$ cat src/verilog/arb_pkg.sv
package arb_pkg;

  // who currently owns the memory bus.
  typedef enum logic [1:0] {
    ARB_IDLE  = 2'd0,  // nobody granted.
    ARB_PORT1 = 2'd1,  // instruction fetch granted.
    ARB_PORT2 = 2'd2   // load/store granted.
  } arb_state_e;

  // names one requester.
  typedef enum logic {
    PORT1 = 1'b0,  // instruction fetch.
    PORT2 = 1'b1   // load/store.
  } port_e;

endpackage

$ cat src/verilog/mem_bus_pkg.sv
package mem_bus_pkg;

  // memory bus geometry.
  localparam int ADDR_W = 10;  // word address bits.
  localparam int DATA_W = 32;  // data word bits.

  // one access as a requester presents it.
  // the same layout is used on the arbiter to memory side.
  typedef struct packed {
    logic              store;  // 1 = write, 0 = read.
    logic [ADDR_W-1:0] addr;   // word address.
    logic [DATA_W-1:0] wdata;  // write data, ignored on reads.
  } mem_req_t;

  // memory answer, routed back to the owning port.
  typedef struct packed {
    logic              done;   // single cycle completion pulse.
    logic [DATA_W-1:0] rdata;  // read word, valid with done.
  } mem_rsp_t;

endpackage
$ cat src/verilog/mem_arbiter.sv
`timescale 1ns/10ps

module mem_arbiter (
  input  logic                 clk,      // system clock.
  input  logic                 rst_n,    // async reset, active low.
  input  logic                 req_1,    // fetch request level.
  input  mem_bus_pkg::mem_req_t cmd_1,   // fetch command.
  input  logic                 req_2,    // load/store request level.
  input  mem_bus_pkg::mem_req_t cmd_2,   // load/store command.
  output logic                 grant_1,  // fetch owns the bus.
  output logic                 grant_2,  // load/store owns the bus.
  output mem_bus_pkg::mem_rsp_t rsp_1,   // answer to fetch.
  output mem_bus_pkg::mem_rsp_t rsp_2,   // answer to load/store.
  output logic                 mem_req,  // access request to memory.
  output mem_bus_pkg::mem_req_t mem_cmd, // granted command.
  input  mem_bus_pkg::mem_rsp_t mem_rsp  // memory answer.
);

  import arb_pkg::*;

  arb_state_e owner_q;  // current owner.
  arb_state_e owner_d;  // owner after this edge.
  port_e      sel;      // port steering the mux.

  // next owner.
  // port 1 wins from idle; an owner is only released by done,
  // so a running port 2 access is never pre-empted.
  always_comb begin
    owner_d = owner_q;  // hold by default.
    case (owner_q)
      ARB_IDLE: begin
        if (req_1) begin
          owner_d = ARB_PORT1;  // fetch has priority.
        end else if (req_2) begin
          owner_d = ARB_PORT2;  // load/store when fetch is quiet.
        end
      end
      ARB_PORT1, ARB_PORT2: begin
        if (mem_rsp.done) begin
          owner_d = ARB_IDLE;  // release, rearbitrate next edge.
        end
      end
      default: begin
        owner_d = ARB_IDLE;  // recover from illegal code.
      end
    endcase
  end

  // owner register, rising edge.
  always_ff @(posedge clk or negedge rst_n) begin
    if (!rst_n) begin
      owner_q <= ARB_IDLE;  // no grant out of reset.
    end else begin
      owner_q <= owner_d;
    end
  end

  // grant decode, straight from the register.
  assign grant_1 = (owner_q == ARB_PORT1);  // fetch granted.
  assign grant_2 = (owner_q == ARB_PORT2);  // load/store granted.
  assign mem_req = grant_1 | grant_2;       // any grant drives memory.

  // port 1 is the default mux leg when idle.
  assign sel = grant_2 ? PORT2 : PORT1;

  // command mux toward memory.
  assign mem_cmd = (sel == PORT2) ? cmd_2 : cmd_1;

  // response routing.
  // done only reaches the owner, rdata fans out to both.
  assign rsp_1.done  = mem_rsp.done & mem_req & (sel == PORT1);  // fetch done.
  assign rsp_1.rdata = mem_rsp.rdata;                            // shared read bus.
  assign rsp_2.done  = mem_rsp.done & mem_req & (sel == PORT2);  // load/store done.
  assign rsp_2.rdata = mem_rsp.rdata;                            // shared read bus.

endmodule

$ cat config.mk
export PLATFORM = sky130hd
export DESIGN_NAME = mem_arbiter
export DESIGN_NICKNAME = d
export VERILOG_FILES = /design/src/verilog/arb_pkg.sv /design/src/verilog/mem_bus_pkg.sv /design/src/verilog/mem_arbiter.sv
export SDC_FILE = /design/constraint.sdc
export NUM_CORES = 1
export LEC_CHECK = 0
export BUFFER_PORTS_ARGS = -buffer_cell sky130_fd_sc_hd__buf_2
export CORE_AREA = 2 2 91 93
export CTS_BUF_LIST = sky130_fd_sc_hd__clkbuf_8 sky130_fd_sc_hd__clkbuf_16
export DETAILED_ROUTE_END_ITERATION = 10
export DIE_AREA = 0 0 93 95
export GPL_ROUTABILITY_DRIVEN = 0
export GPL_TIMING_DRIVEN = 0
export PLACE_DENSITY = 0.53
export SKIP_CTS_REPAIR_TIMING = 1
export SLEW_MARGIN = 20
export SYNTH_ARGS = -nofsm -noshare
export SYNTH_HDL_FRONTEND = slang
export SYNTH_SLANG_ARGS = --single-unit
$ cat constraint.sdc
create_clock -name clk -period 1.9 [get_ports clk]
set_input_delay 0.38 -clock clk [delete_from_list [all_inputs] [get_ports clk]]
set_output_delay 0.38 -clock clk [all_outputs]
set_load 0.02 [all_outputs]
==> results of run 1 <==
-- synthesized netlist by cell type --
cell,count,area (um2)
dfrtp_1,2,50.1
nand2_1,2,7.51
buf_8,1,15.0
nand2b_1,2,12.5
mux2_2,5,56.3
a31o_2,1,8.76
a21oi_1,2,10.0
mux2_4,38,571
ha_1,3,37.5
and2_1,1,6.26
buf_12,3,60.1
inv_1,2,7.51
buf_6,1,11.3
o22ai_1,1,6.26
buf_4,64,480
nor2_1,1,3.75
-- kinds of logic (layout without fill, tap and decap cells) --
group / Yosys count / count (layout)
adders and majority gates: 3 / 3
buffers and inverters: 71 / 284
and+or+nand+nor: 6 / 6
AOI/OAI and AO/OA: 4 / 4
muxes: 43 / 43
DFF: 2 / 2
-- final cells by class --
cell class	count	share of cell area (%)
plain buffers	69	20.4
well taps	105	4.63
flip-flops and latches	2	1.76
clock buffers	3	1.45
multi-input cells	56	26.3
repair buffers	210	45.1
inverters	2	0.264
-- worst max-delay path: cells and delay by family (launching register included) --
kind	cells	cell delay [ps]
buf+inv	4	540
fa+ha+maj	1	150
flops	1	370
mux	1	300
-- per-layer routing --
layer  part of all wire [%]  global-route usage (%)  vias up  wire length, um
met5                      0                       0        -                0
met4                   0.64                    2.94        0               31
met3                    8.7                    1.28        4              425
li1                       -                       -      796                -
met2                     61                    17.1       93             2980
met1                     30                    7.34      732             1440
-- metrics by stage --
step	instances	power [mW]	setup TNS, ps
final	447	2.39	-1610
after global routing	447	2.53	-4140
after CTS	439	2.03	-10630
after detailed placement	436	1.84	-975
after global placement	436	1.83	-323
after floorplan	129	1.39	0
-- power groups by stage --
| stage | clock network [mW] | logic [mW] | registers [mW] |
|---|---|---|---|
| floorplan | 0 | 1.32 | 0.0718 |
| global route | 0.190 | 2.26 | 0.0780 |
| detailed placement | 0 | 1.76 | 0.0757 |
| CTS | 0.187 | 1.77 | 0.0751 |
| finish | 0.179 | 2.13 | 0.0760 |
| global placement | 0 | 1.76 | 0.0750 |
-- worst paths after layout --
check | start | to | slack, ps | cells past startpoint
worst max-delay path | owner_q[0] | mem_cmd[24] | -60 | 6
worst min-delay path | req_1 | owner_q[0] | 420 | 2
worst max register to register | owner_q[1] | owner_q[0] | 450 | 6
worst min register to register | owner_q[1] | owner_q[1] | 730 | 3
max in group asynchronous | rst_n | owner_q[0] | 1340 | 2
min in group asynchronous | rst_n | owner_q[1] | 460 | 2
==> impl_metrics.env, run 1 <==
export IMPL_regArea_um2=50.0
export IMPL_yosys_area_share_adder_pct=2.79
export IMPL_grt_max_degree=11
export IMPL_drt_initial_drc_count=15
export IMPL_top_register="owner_q"
export IMPL_skew_ps=3.28
export IMPL_reg_largest_list="owner_q: 2 flops"
export IMPL_max_cap_violations=0
export IMPL_p_per_area_mw_per_mm2=840
export IMPL_avgSynthCellArea_um2=10.4
export IMPL_drc_errors=0
export IMPL_cts_sinks=2
export IMPL_ys_seq_area_share_pct=3.72
export IMPL_synthXorXnorAreaFrac_pct=0
export IMPL_required_ps=1520
export IMPL_grt_setup_unrepaired="true"
export IMPL_wl_um=4880
export IMPL_syn_nets=255
export IMPL_grt_pass1_vias=1253
export IMPL_power_frac_seq_pct=3.2
export IMPL_period_minus_slack_ps=1960
export IMPL_path_cells="inv_2 > ha_4 > buf_12 > buf_12 > mux2_4 > buf_2"
export IMPL_largest_reg_flops=2
export IMPL_port_buffers=202
export IMPL_routed_via_density=3.64
export IMPL_violations="setup timing"
export IMPL_crit_type="reg2out"
export IMPL_final_cell_mix="buf_2, buf_4, mux2_4, buf_6, buf_12"
export IMPL_fill_cells=833
export IMPL_antenna_cells=0
export IMPL_swShare_pct=42.2
export IMPL_ys_ff_latch=2
export IMPL_yosysWarningCount=0
export IMPL_drive_gt1_share_pct=96.2
export IMPL_finalNetCount=470
export IMPL_grt_pass1_wl_um=5620
export IMPL_track_usage_pct=7.96
export IMPL_die_h_um=95
export IMPL_slew_headroom_pct=90.2
export IMPL_clockBufferDepth=2
export IMPL_p_sw_mw=1.01
export IMPL_rows=33
export IMPL_cts_tree="done"
export IMPL_dr_pass1_iters=4
export IMPL_hold_viol_final=0
export IMPL_synth_simple_area_share_pct=2.23
export IMPL_ir_worst_vdd_mv=0.526
export IMPL_antenna_found_initial=0
export IMPL_final_util_pct=35.8
export IMPL_p_comb_share_pct=89.3
export IMPL_num_io_pins=235
export IMPL_holdCritPathClass="in2reg"
export IMPL_leakage_nw=1.66
export IMPL_cp_start_kind="flop"
export IMPL_die_x_um=93
export IMPL_critPathArrivalTime_ps=1580
export IMPL_status="complete, but fails checks"
export IMPL_worst_slew_pin_slew_ps=147
export IMPL_synthCells=129
export IMPL_avgRoutedWirePerCell_um=10.9
export IMPL_clkPwrFrac_pct=7.5
export IMPL_dr_total_vias=1625
export IMPL_clk_latency_ps=220
export IMPL_start_util_pct=17.0
export IMPL_drv_slew=0
export IMPL_finalCritPeriodShare_pct=103
export IMPL_postLayoutSetupSlackWorst_ps=-60.8
export IMPL_whs_ps=421
export IMPL_ant_nets=0
export IMPL_dp_hpwl_um=4150
export IMPL_clk_pin_slew_ps=30
export IMPL_cts_root_buf="clkbuf_8"
export IMPL_setup_violations=41
export IMPL_core_mm2=0.00793
export IMPL_syn2layout_area_growth_pct=111
export IMPL_critPathMaxFanout=10
export IMPL_p_int_mw=1.38
export IMPL_dp_slack_ps=-54.4
export IMPL_finish_instance_area_mm2=0.00284
export IMPL_end_kind="primary output"
export IMPL_layout_cells_most_common="buf_2"
export IMPL_synth_compound_area_share_pct=1.86
export IMPL_crit_slowest_cell="dfrtp_1"
export IMPL_synth_mux_area_share_pct=46.6
export IMPL_critPathMaxStageDelay_ps=370
export IMPL_die_area_mm2=0.00884
export IMPL_cts_htree_levels=1
export IMPL_placed_area_mm2=0.00249
export IMPL_numCtsBuffers=3
export IMPL_synth_top_family_by_area="multiplexers"
export IMPL_synth_area_mm2=0.00134
export IMPL_multi_input_area_um2=748
export IMPL_overflow=0
export IMPL_max_freq_mhz=510
export IMPL_ys_types=16
export IMPL_cpMostUsedCell="buf_12"
Power figures use the tool's default switching activity.
==> run 2, diff against run 1 <==
--- a/config.mk
+++ b/config.mk
@@ -5,14 +5,15 @@
 export SDC_FILE = /design/constraint.sdc
 export NUM_CORES = 1
 export LEC_CHECK = 0
+export ABC_AREA = 1
 export BUFFER_PORTS_ARGS = -buffer_cell sky130_fd_sc_hd__buf_2
-export CORE_AREA = 2 2 91 93
+export CORE_AREA = 2 2 92 94
 export CTS_BUF_LIST = sky130_fd_sc_hd__clkbuf_8 sky130_fd_sc_hd__clkbuf_16
 export DETAILED_ROUTE_END_ITERATION = 10
-export DIE_AREA = 0 0 93 95
+export DIE_AREA = 0 0 94 96
 export GPL_ROUTABILITY_DRIVEN = 0
 export GPL_TIMING_DRIVEN = 0
-export PLACE_DENSITY = 0.53
+export PLACE_DENSITY = 0.52
 export SKIP_CTS_REPAIR_TIMING = 1
 export SLEW_MARGIN = 20
 export SYNTH_ARGS = -nofsm -noshare
==> impl_metrics.env, run 2 <==
export IMPL_status="complete, but fails checks"
export IMPL_violations="setup timing"
export IMPL_cpMostUsedCell="buf_12"
export IMPL_cts_sinks=2
export IMPL_track_usage_pct=7.25
export IMPL_yosys_area_share_adder_pct=2.75
export IMPL_finalCritPeriodShare_pct=104
export IMPL_period_minus_slack_ps=1980
export IMPL_cts_tree="done"
export IMPL_die_h_um=96
export IMPL_synth_largest_area_cell="mux2_4"
export IMPL_syn_nets=263
export IMPL_drv_slew=0
export IMPL_holdCritPathClass="in2reg"
export IMPL_leakage_nw=1.67
export IMPL_ir_worst_vdd_mv=0.490
export IMPL_critPathMaxStageDelay_ps=390
export IMPL_dp_hpwl_um=4010
export IMPL_largest_reg_flops=2
export IMPL_die_area_mm2=0.00902
export IMPL_rows=33
export IMPL_path_cells="inv_2 > ha_4 > buf_12 > buf_12 > mux2_4 > buf_2"
export IMPL_clk_latency_ps=220
export IMPL_max_cap_violations=0
export IMPL_synth_edf_count=0
export IMPL_reg_largest_list="owner_q: 2 flops"
export IMPL_ys_seq_area_share_pct=3.67
export IMPL_ys_flop_type="dfrtp_1"
export IMPL_drive_gt1_share_pct=93.4
export IMPL_top_register="owner_q"
export IMPL_finalNetCount=475
export IMPL_dr_pass1_iters=4
export IMPL_crit_type="reg2out"
export IMPL_wl_um=4570
export IMPL_synth_top_family_by_area="multiplexers"
export IMPL_port_buffers=202
export IMPL_p_per_area_mw_per_mm2=833
export IMPL_avgRoutedWirePerCell_um=10.1
export IMPL_worst_slew_pin_slew_ps=129
export IMPL_synth_compound_area_share_pct=0.367
export IMPL_postLayoutSetupSlackWorst_ps=-78.1
export IMPL_critPathMaxFanout=10
export IMPL_ys_ff_latch=2
export IMPL_grt_max_degree=11
export IMPL_drt_initial_drc_count=9
export IMPL_critPathBufInv=4
export IMPL_ant_nets=0
export IMPL_cts_root_buf="clkbuf_8"
export IMPL_yosys_top_cells_count="buf_4, mux2_4, nand2_1"
export IMPL_syn2layout_area_growth_pct=105
export IMPL_cts_htree_levels=1
export IMPL_final_cell_mix="buf_2, buf_4, mux2_4, buf_6, nand2_1"
export IMPL_cpLargestDelayFamily="buffers and inverters"
export IMPL_dr_total_vias=1621
export IMPL_antenna_cells=0
export IMPL_synth_most_common_cell="buf_4"
export IMPL_synth_area_leaders="mux2_4, buf_4, buf_12"
export IMPL_layout_cells_most_common="buf_2"
export IMPL_yosysWarningCount=0
export IMPL_slew_headroom_pct=91.3
export IMPL_dp_slack_ps=-11.7
export IMPL_grt_setup_unrepaired="true"
export IMPL_antenna_found_initial=0
export IMPL_grt_pass1_vias=1284
export IMPL_synthCells=137
export IMPL_drc_errors=0
export IMPL_final_util_pct=34.8
export IMPL_required_ps=1520
export IMPL_synthArstFlopShare_pct=100
export IMPL_clockBufferDepth=2
export IMPL_ys_types=12
export IMPL_crit_slowest_cell="dfrtp_1"
export IMPL_start_util_pct=16.9
export IMPL_die_x_um=94
export IMPL_routed_via_density=3.59
export IMPL_synthXorXnorAreaFrac_pct=0
export IMPL_overflow=0
export IMPL_num_io_pins=235
export IMPL_setup_violations=41
export IMPL_core_mm2=0.00805
export IMPL_skew_ps=4.46
export IMPL_synth_area_mm2=0.00136
export IMPL_synth_mux_area_share_pct=46.0
export IMPL_synth_top_area_share_pct=41.8
export IMPL_end_kind="primary output"
export IMPL_hold_viol_final=0
export IMPL_grt_pass1_wl_um=5400
export IMPL_clk_pin_slew_ps=30
export IMPL_max_freq_mhz=506
export IMPL_synth_simple_area_share_pct=3.67
export IMPL_cp_start_kind="flop"
export IMPL_critPathArrivalTime_ps=1600
export IMPL_avgSynthCellArea_um2=9.95
export IMPL_numCtsBuffers=3
==> run 2: report_power, final <==
| part | internal, mW | switching (mW) | leakage [nW] |
|---|---|---|---|
| Clock | 0.134 | 0.0377 | 0.0216 |
| Combinational | 1.13 | 0.957 | 1.62 |
| Sequential | 0.0603 | 0.0158 | 0.0257 |
==> run 2: logic make-up (layout without fill, tap and decap cells) <==
family / after synthesis / count (layout)
buffers and inverters: 75 / 285
AOI/OAI and AO/OA: 1 / 1
adders and majority gates: 3 / 3
muxes: 43 / 43
DFF: 2 / 2
and+or+nand+nor: 13 / 13
==> run 2: cell type report <==
type / instances / area, um2
plain buffers: 69 / 581
multi-input cells: 60 / 739
clock buffers: 3 / 41.3
well taps: 105 / 131
inverters: 6 / 22.5
fillers: 837 / 5250
flip-flops and latches: 2 / 50.0
repair buffers: 207 / 1240
==> run 2: worst paths after layout <==
kind                       startpoint           to  slack [ps]  cells past startpoint
setup reg to reg           owner_q[1]   owner_q[1]         680                      6
hold / removal                  req_1   owner_q[0]         430                      3
hold reg to reg            owner_q[0]   owner_q[0]         520                      2
max in group asynchronous       rst_n   owner_q[1]        1330                      2
min in group asynchronous       rst_n   owner_q[0]         470                      2
setup / recovery           owner_q[0]  mem_cmd[12]         -80                      6
==> run 2: layer usage <==
metal,track usage (%),wire (um),up-vias,share of wire [%]
li1,-,-,805,-
met1,6.94,1320,702,29
met2,15.4,2660,110,58
met3,1.72,569,4,12
met4,1.45,24,0,0.53
met5,0,0,-,0
==> run 2: worst min-delay path: cells and delay by family <==
kind	cells	cell delay (ps)
buffers and inverters	1	100
AND/OR/NAND/NOR	2	140
==> run 2: per-stage QoR <==
stage / total power, mW / hold WS [ps] / setup TNS, ps / instance area (um2) / cells
4_1_cts: 2.06 / -64.9 / -9380 / 2550 / 447
2_1_floorplan: 1.42 / 84.4 / 0 / 1360 / 137
3_5_place_dp: 1.88 / 167 / -22.2 / 2510 / 444
3_3_place_gp: 1.87 / 167 / 0 / 2510 / 444
5_1_grt: 2.48 / 461 / -4870 / 2800 / 452
6_report: 2.33 / 432 / -2470 / 2800 / 452
==> run 3, diff against run 2 <==
--- a/config.mk
+++ b/config.mk
@@ -7,13 +7,15 @@
 export LEC_CHECK = 0
 export ABC_AREA = 1
 export BUFFER_PORTS_ARGS = -buffer_cell sky130_fd_sc_hd__buf_2
-export CORE_AREA = 2 2 92 94
+export CELL_PAD_IN_SITES_DETAIL_PLACEMENT = 0
+export CELL_PAD_IN_SITES_GLOBAL_PLACEMENT = 1
+export CORE_MARGIN = 2
+export CORE_UTILIZATION = 16
 export CTS_BUF_LIST = sky130_fd_sc_hd__clkbuf_8 sky130_fd_sc_hd__clkbuf_16
 export DETAILED_ROUTE_END_ITERATION = 10
-export DIE_AREA = 0 0 94 96
 export GPL_ROUTABILITY_DRIVEN = 0
 export GPL_TIMING_DRIVEN = 0
-export PLACE_DENSITY = 0.52
+export PLACE_DENSITY = 0.77
 export SKIP_CTS_REPAIR_TIMING = 1
 export SLEW_MARGIN = 20
 export SYNTH_ARGS = -nofsm -noshare
==> impl_metrics.env, run 3 (synthesized netlist as in run 2, its figures left out) <==
export IMPL_status="complete, but fails checks"
export IMPL_violations="setup timing"
export IMPL_numCtsBuffers=3
export IMPL_grt_pass1_vias=1245
export IMPL_die_h_um=96.3
export IMPL_required_ps=1520
export IMPL_path_cells="inv_2 > ha_4 > buf_12 > buf_12 > mux2_4 > buf_2"
export IMPL_cts_root_buf="clkbuf_8"
export IMPL_period_minus_slack_ps=1960
export IMPL_cpLargestDelayFamily="buffers and inverters"
export IMPL_dp_hpwl_um=4430
export IMPL_clk_pin_slew_ps=30
export IMPL_leakage_nw=1.65
export IMPL_overflow=0
export IMPL_final_cell_mix="buf_2, buf_4, mux2_4, buf_6, nand2_1"
export IMPL_drt_initial_drc_count=5
export IMPL_drc_errors=0
export IMPL_setup_violations=40
export IMPL_cts_tree="done"
export IMPL_slew_headroom_pct=90.5
export IMPL_largest_reg_flops=2
export IMPL_max_cap_violations=0
export IMPL_top_register="owner_q"
export IMPL_hold_viol_final=0
export IMPL_die_x_um=96.3
export IMPL_drv_slew=0
export IMPL_die_area_mm2=0.00928
export IMPL_dr_total_vias=1615
export IMPL_track_usage_pct=7.72
export IMPL_final_util_pct=33.5
export IMPL_clk_latency_ps=210
export IMPL_avgRoutedWirePerCell_um=11.2
export IMPL_p_total_mw=2.28
export IMPL_cts_sinks=2
export IMPL_worst_slew_pin_slew_ps=141
export IMPL_reg_largest_list="owner_q: 2 flops"
export IMPL_finalNetCount=473
export IMPL_holdCritPathClass="in2reg"
export IMPL_regArea_um2=50.0
export IMPL_cp_start_kind="flop"
export IMPL_dr_pass1_iters=4
export IMPL_antenna_found_initial=0
export IMPL_routed_via_density=3.59
export IMPL_num_io_pins=235
export IMPL_layout_cells_most_common="buf_2"
export IMPL_max_freq_mhz=510
export IMPL_end_kind="primary output"
export IMPL_start_util_pct=16.5
export IMPL_skew_ps=1.45
export IMPL_grt_setup_unrepaired="true"
export IMPL_antenna_cells=0
export IMPL_critPathBufInv=4
export IMPL_drive_gt1_share_pct=93.0
export IMPL_wl_um=5030
export IMPL_grt_pass1_wl_um=5650
export IMPL_fill_cells=886
export IMPL_syn2layout_area_growth_pct=103
export IMPL_crit_type="reg2out"
export IMPL_ir_worst_vdd_mv=0.527
export IMPL_crit_slowest_cell="dfrtp_1"
export IMPL_clockBufferDepth=2
export IMPL_critPathMaxStageDelay_ps=390
export IMPL_core_mm2=0.00826
export IMPL_ant_nets=0
export IMPL_critPathArrivalTime_ps=1580
export IMPL_multi_input_area_um2=732
export IMPL_critPathMaxFanout=10
export IMPL_cpMostUsedCell="buf_12"
export IMPL_port_buffers=202
export IMPL_grt_max_degree=11
export IMPL_finalCritPeriodShare_pct=103
export IMPL_cts_htree_levels=1
export IMPL_p_per_area_mw_per_mm2=825
export IMPL_postLayoutSetupSlackWorst_ps=-59.5
export IMPL_rows=33
==> run 3: changes by cell type in the layout (fill, tap and decap cells not counted), sizes merged <==
cell,before,now
buf,275,273
==> run 3: layout make-up <==
type / instances / area share [%]
plain buffers: 69 / 21.0
clock buffers: 3 / 1.49
inverters: 6 / 0.815
multi-input cells: 60 / 26.5
flip-flops and latches: 2 / 1.81
well taps: 105 / 4.76
repair buffers: 205 / 43.6
==> run 3: power by group <==
part           total (mW)  switching (mW)  internal (mW)
logic                2.03           0.946           1.09
clock network       0.170          0.0359          0.134
registers          0.0760          0.0157         0.0603
total                2.28           0.997           1.28
==> run 3: worst register-to-register path: stages (launching register included) <==
cell	delay, ps
dfrtp_1	370
inv_2	60
buf_4	130
ha_1	330
nand2_1	140
o21ai_0	100
nand2_1	80
inv_1	40
==> run 3: final timing paths <==
path	start	end	slack, ps	depth (start not counted)
setup / recovery	owner_q[0]	mem_cmd[7]	-60	6
hold / removal	req_1	owner_q[0]	440	3
setup reg to reg	owner_q[0]	owner_q[1]	560	7
hold reg to reg	owner_q[0]	owner_q[0]	510	2
max in group asynchronous	rst_n	owner_q[1]	1320	2
min in group asynchronous	rst_n	owner_q[0]	480	2
==> run 3: per-layer routing <==
metal	GRT usage, %	up-vias	part of all wire [%]
met5	0	-	0
met4	1.76	0	0.30
met3	1.02	2	10
met2	15.8	93	59
met1	8.17	717	31
li1	-	803	-
==> run 3: per-stage QoR <==
step	cells	hold WS (ps)	instance area, um2	setup slack [ps]	TNS (ps)
finish	450	436	2760	-59.5	-1470
global route	450	456	2760	-134	-4220
CTS	447	-58.2	2550	-223	-8330
detailed placement	444	168	2510	6.58	0
global placement	444	165	2510	18.1	0
floorplan	137	84.4	1360	98.0	0
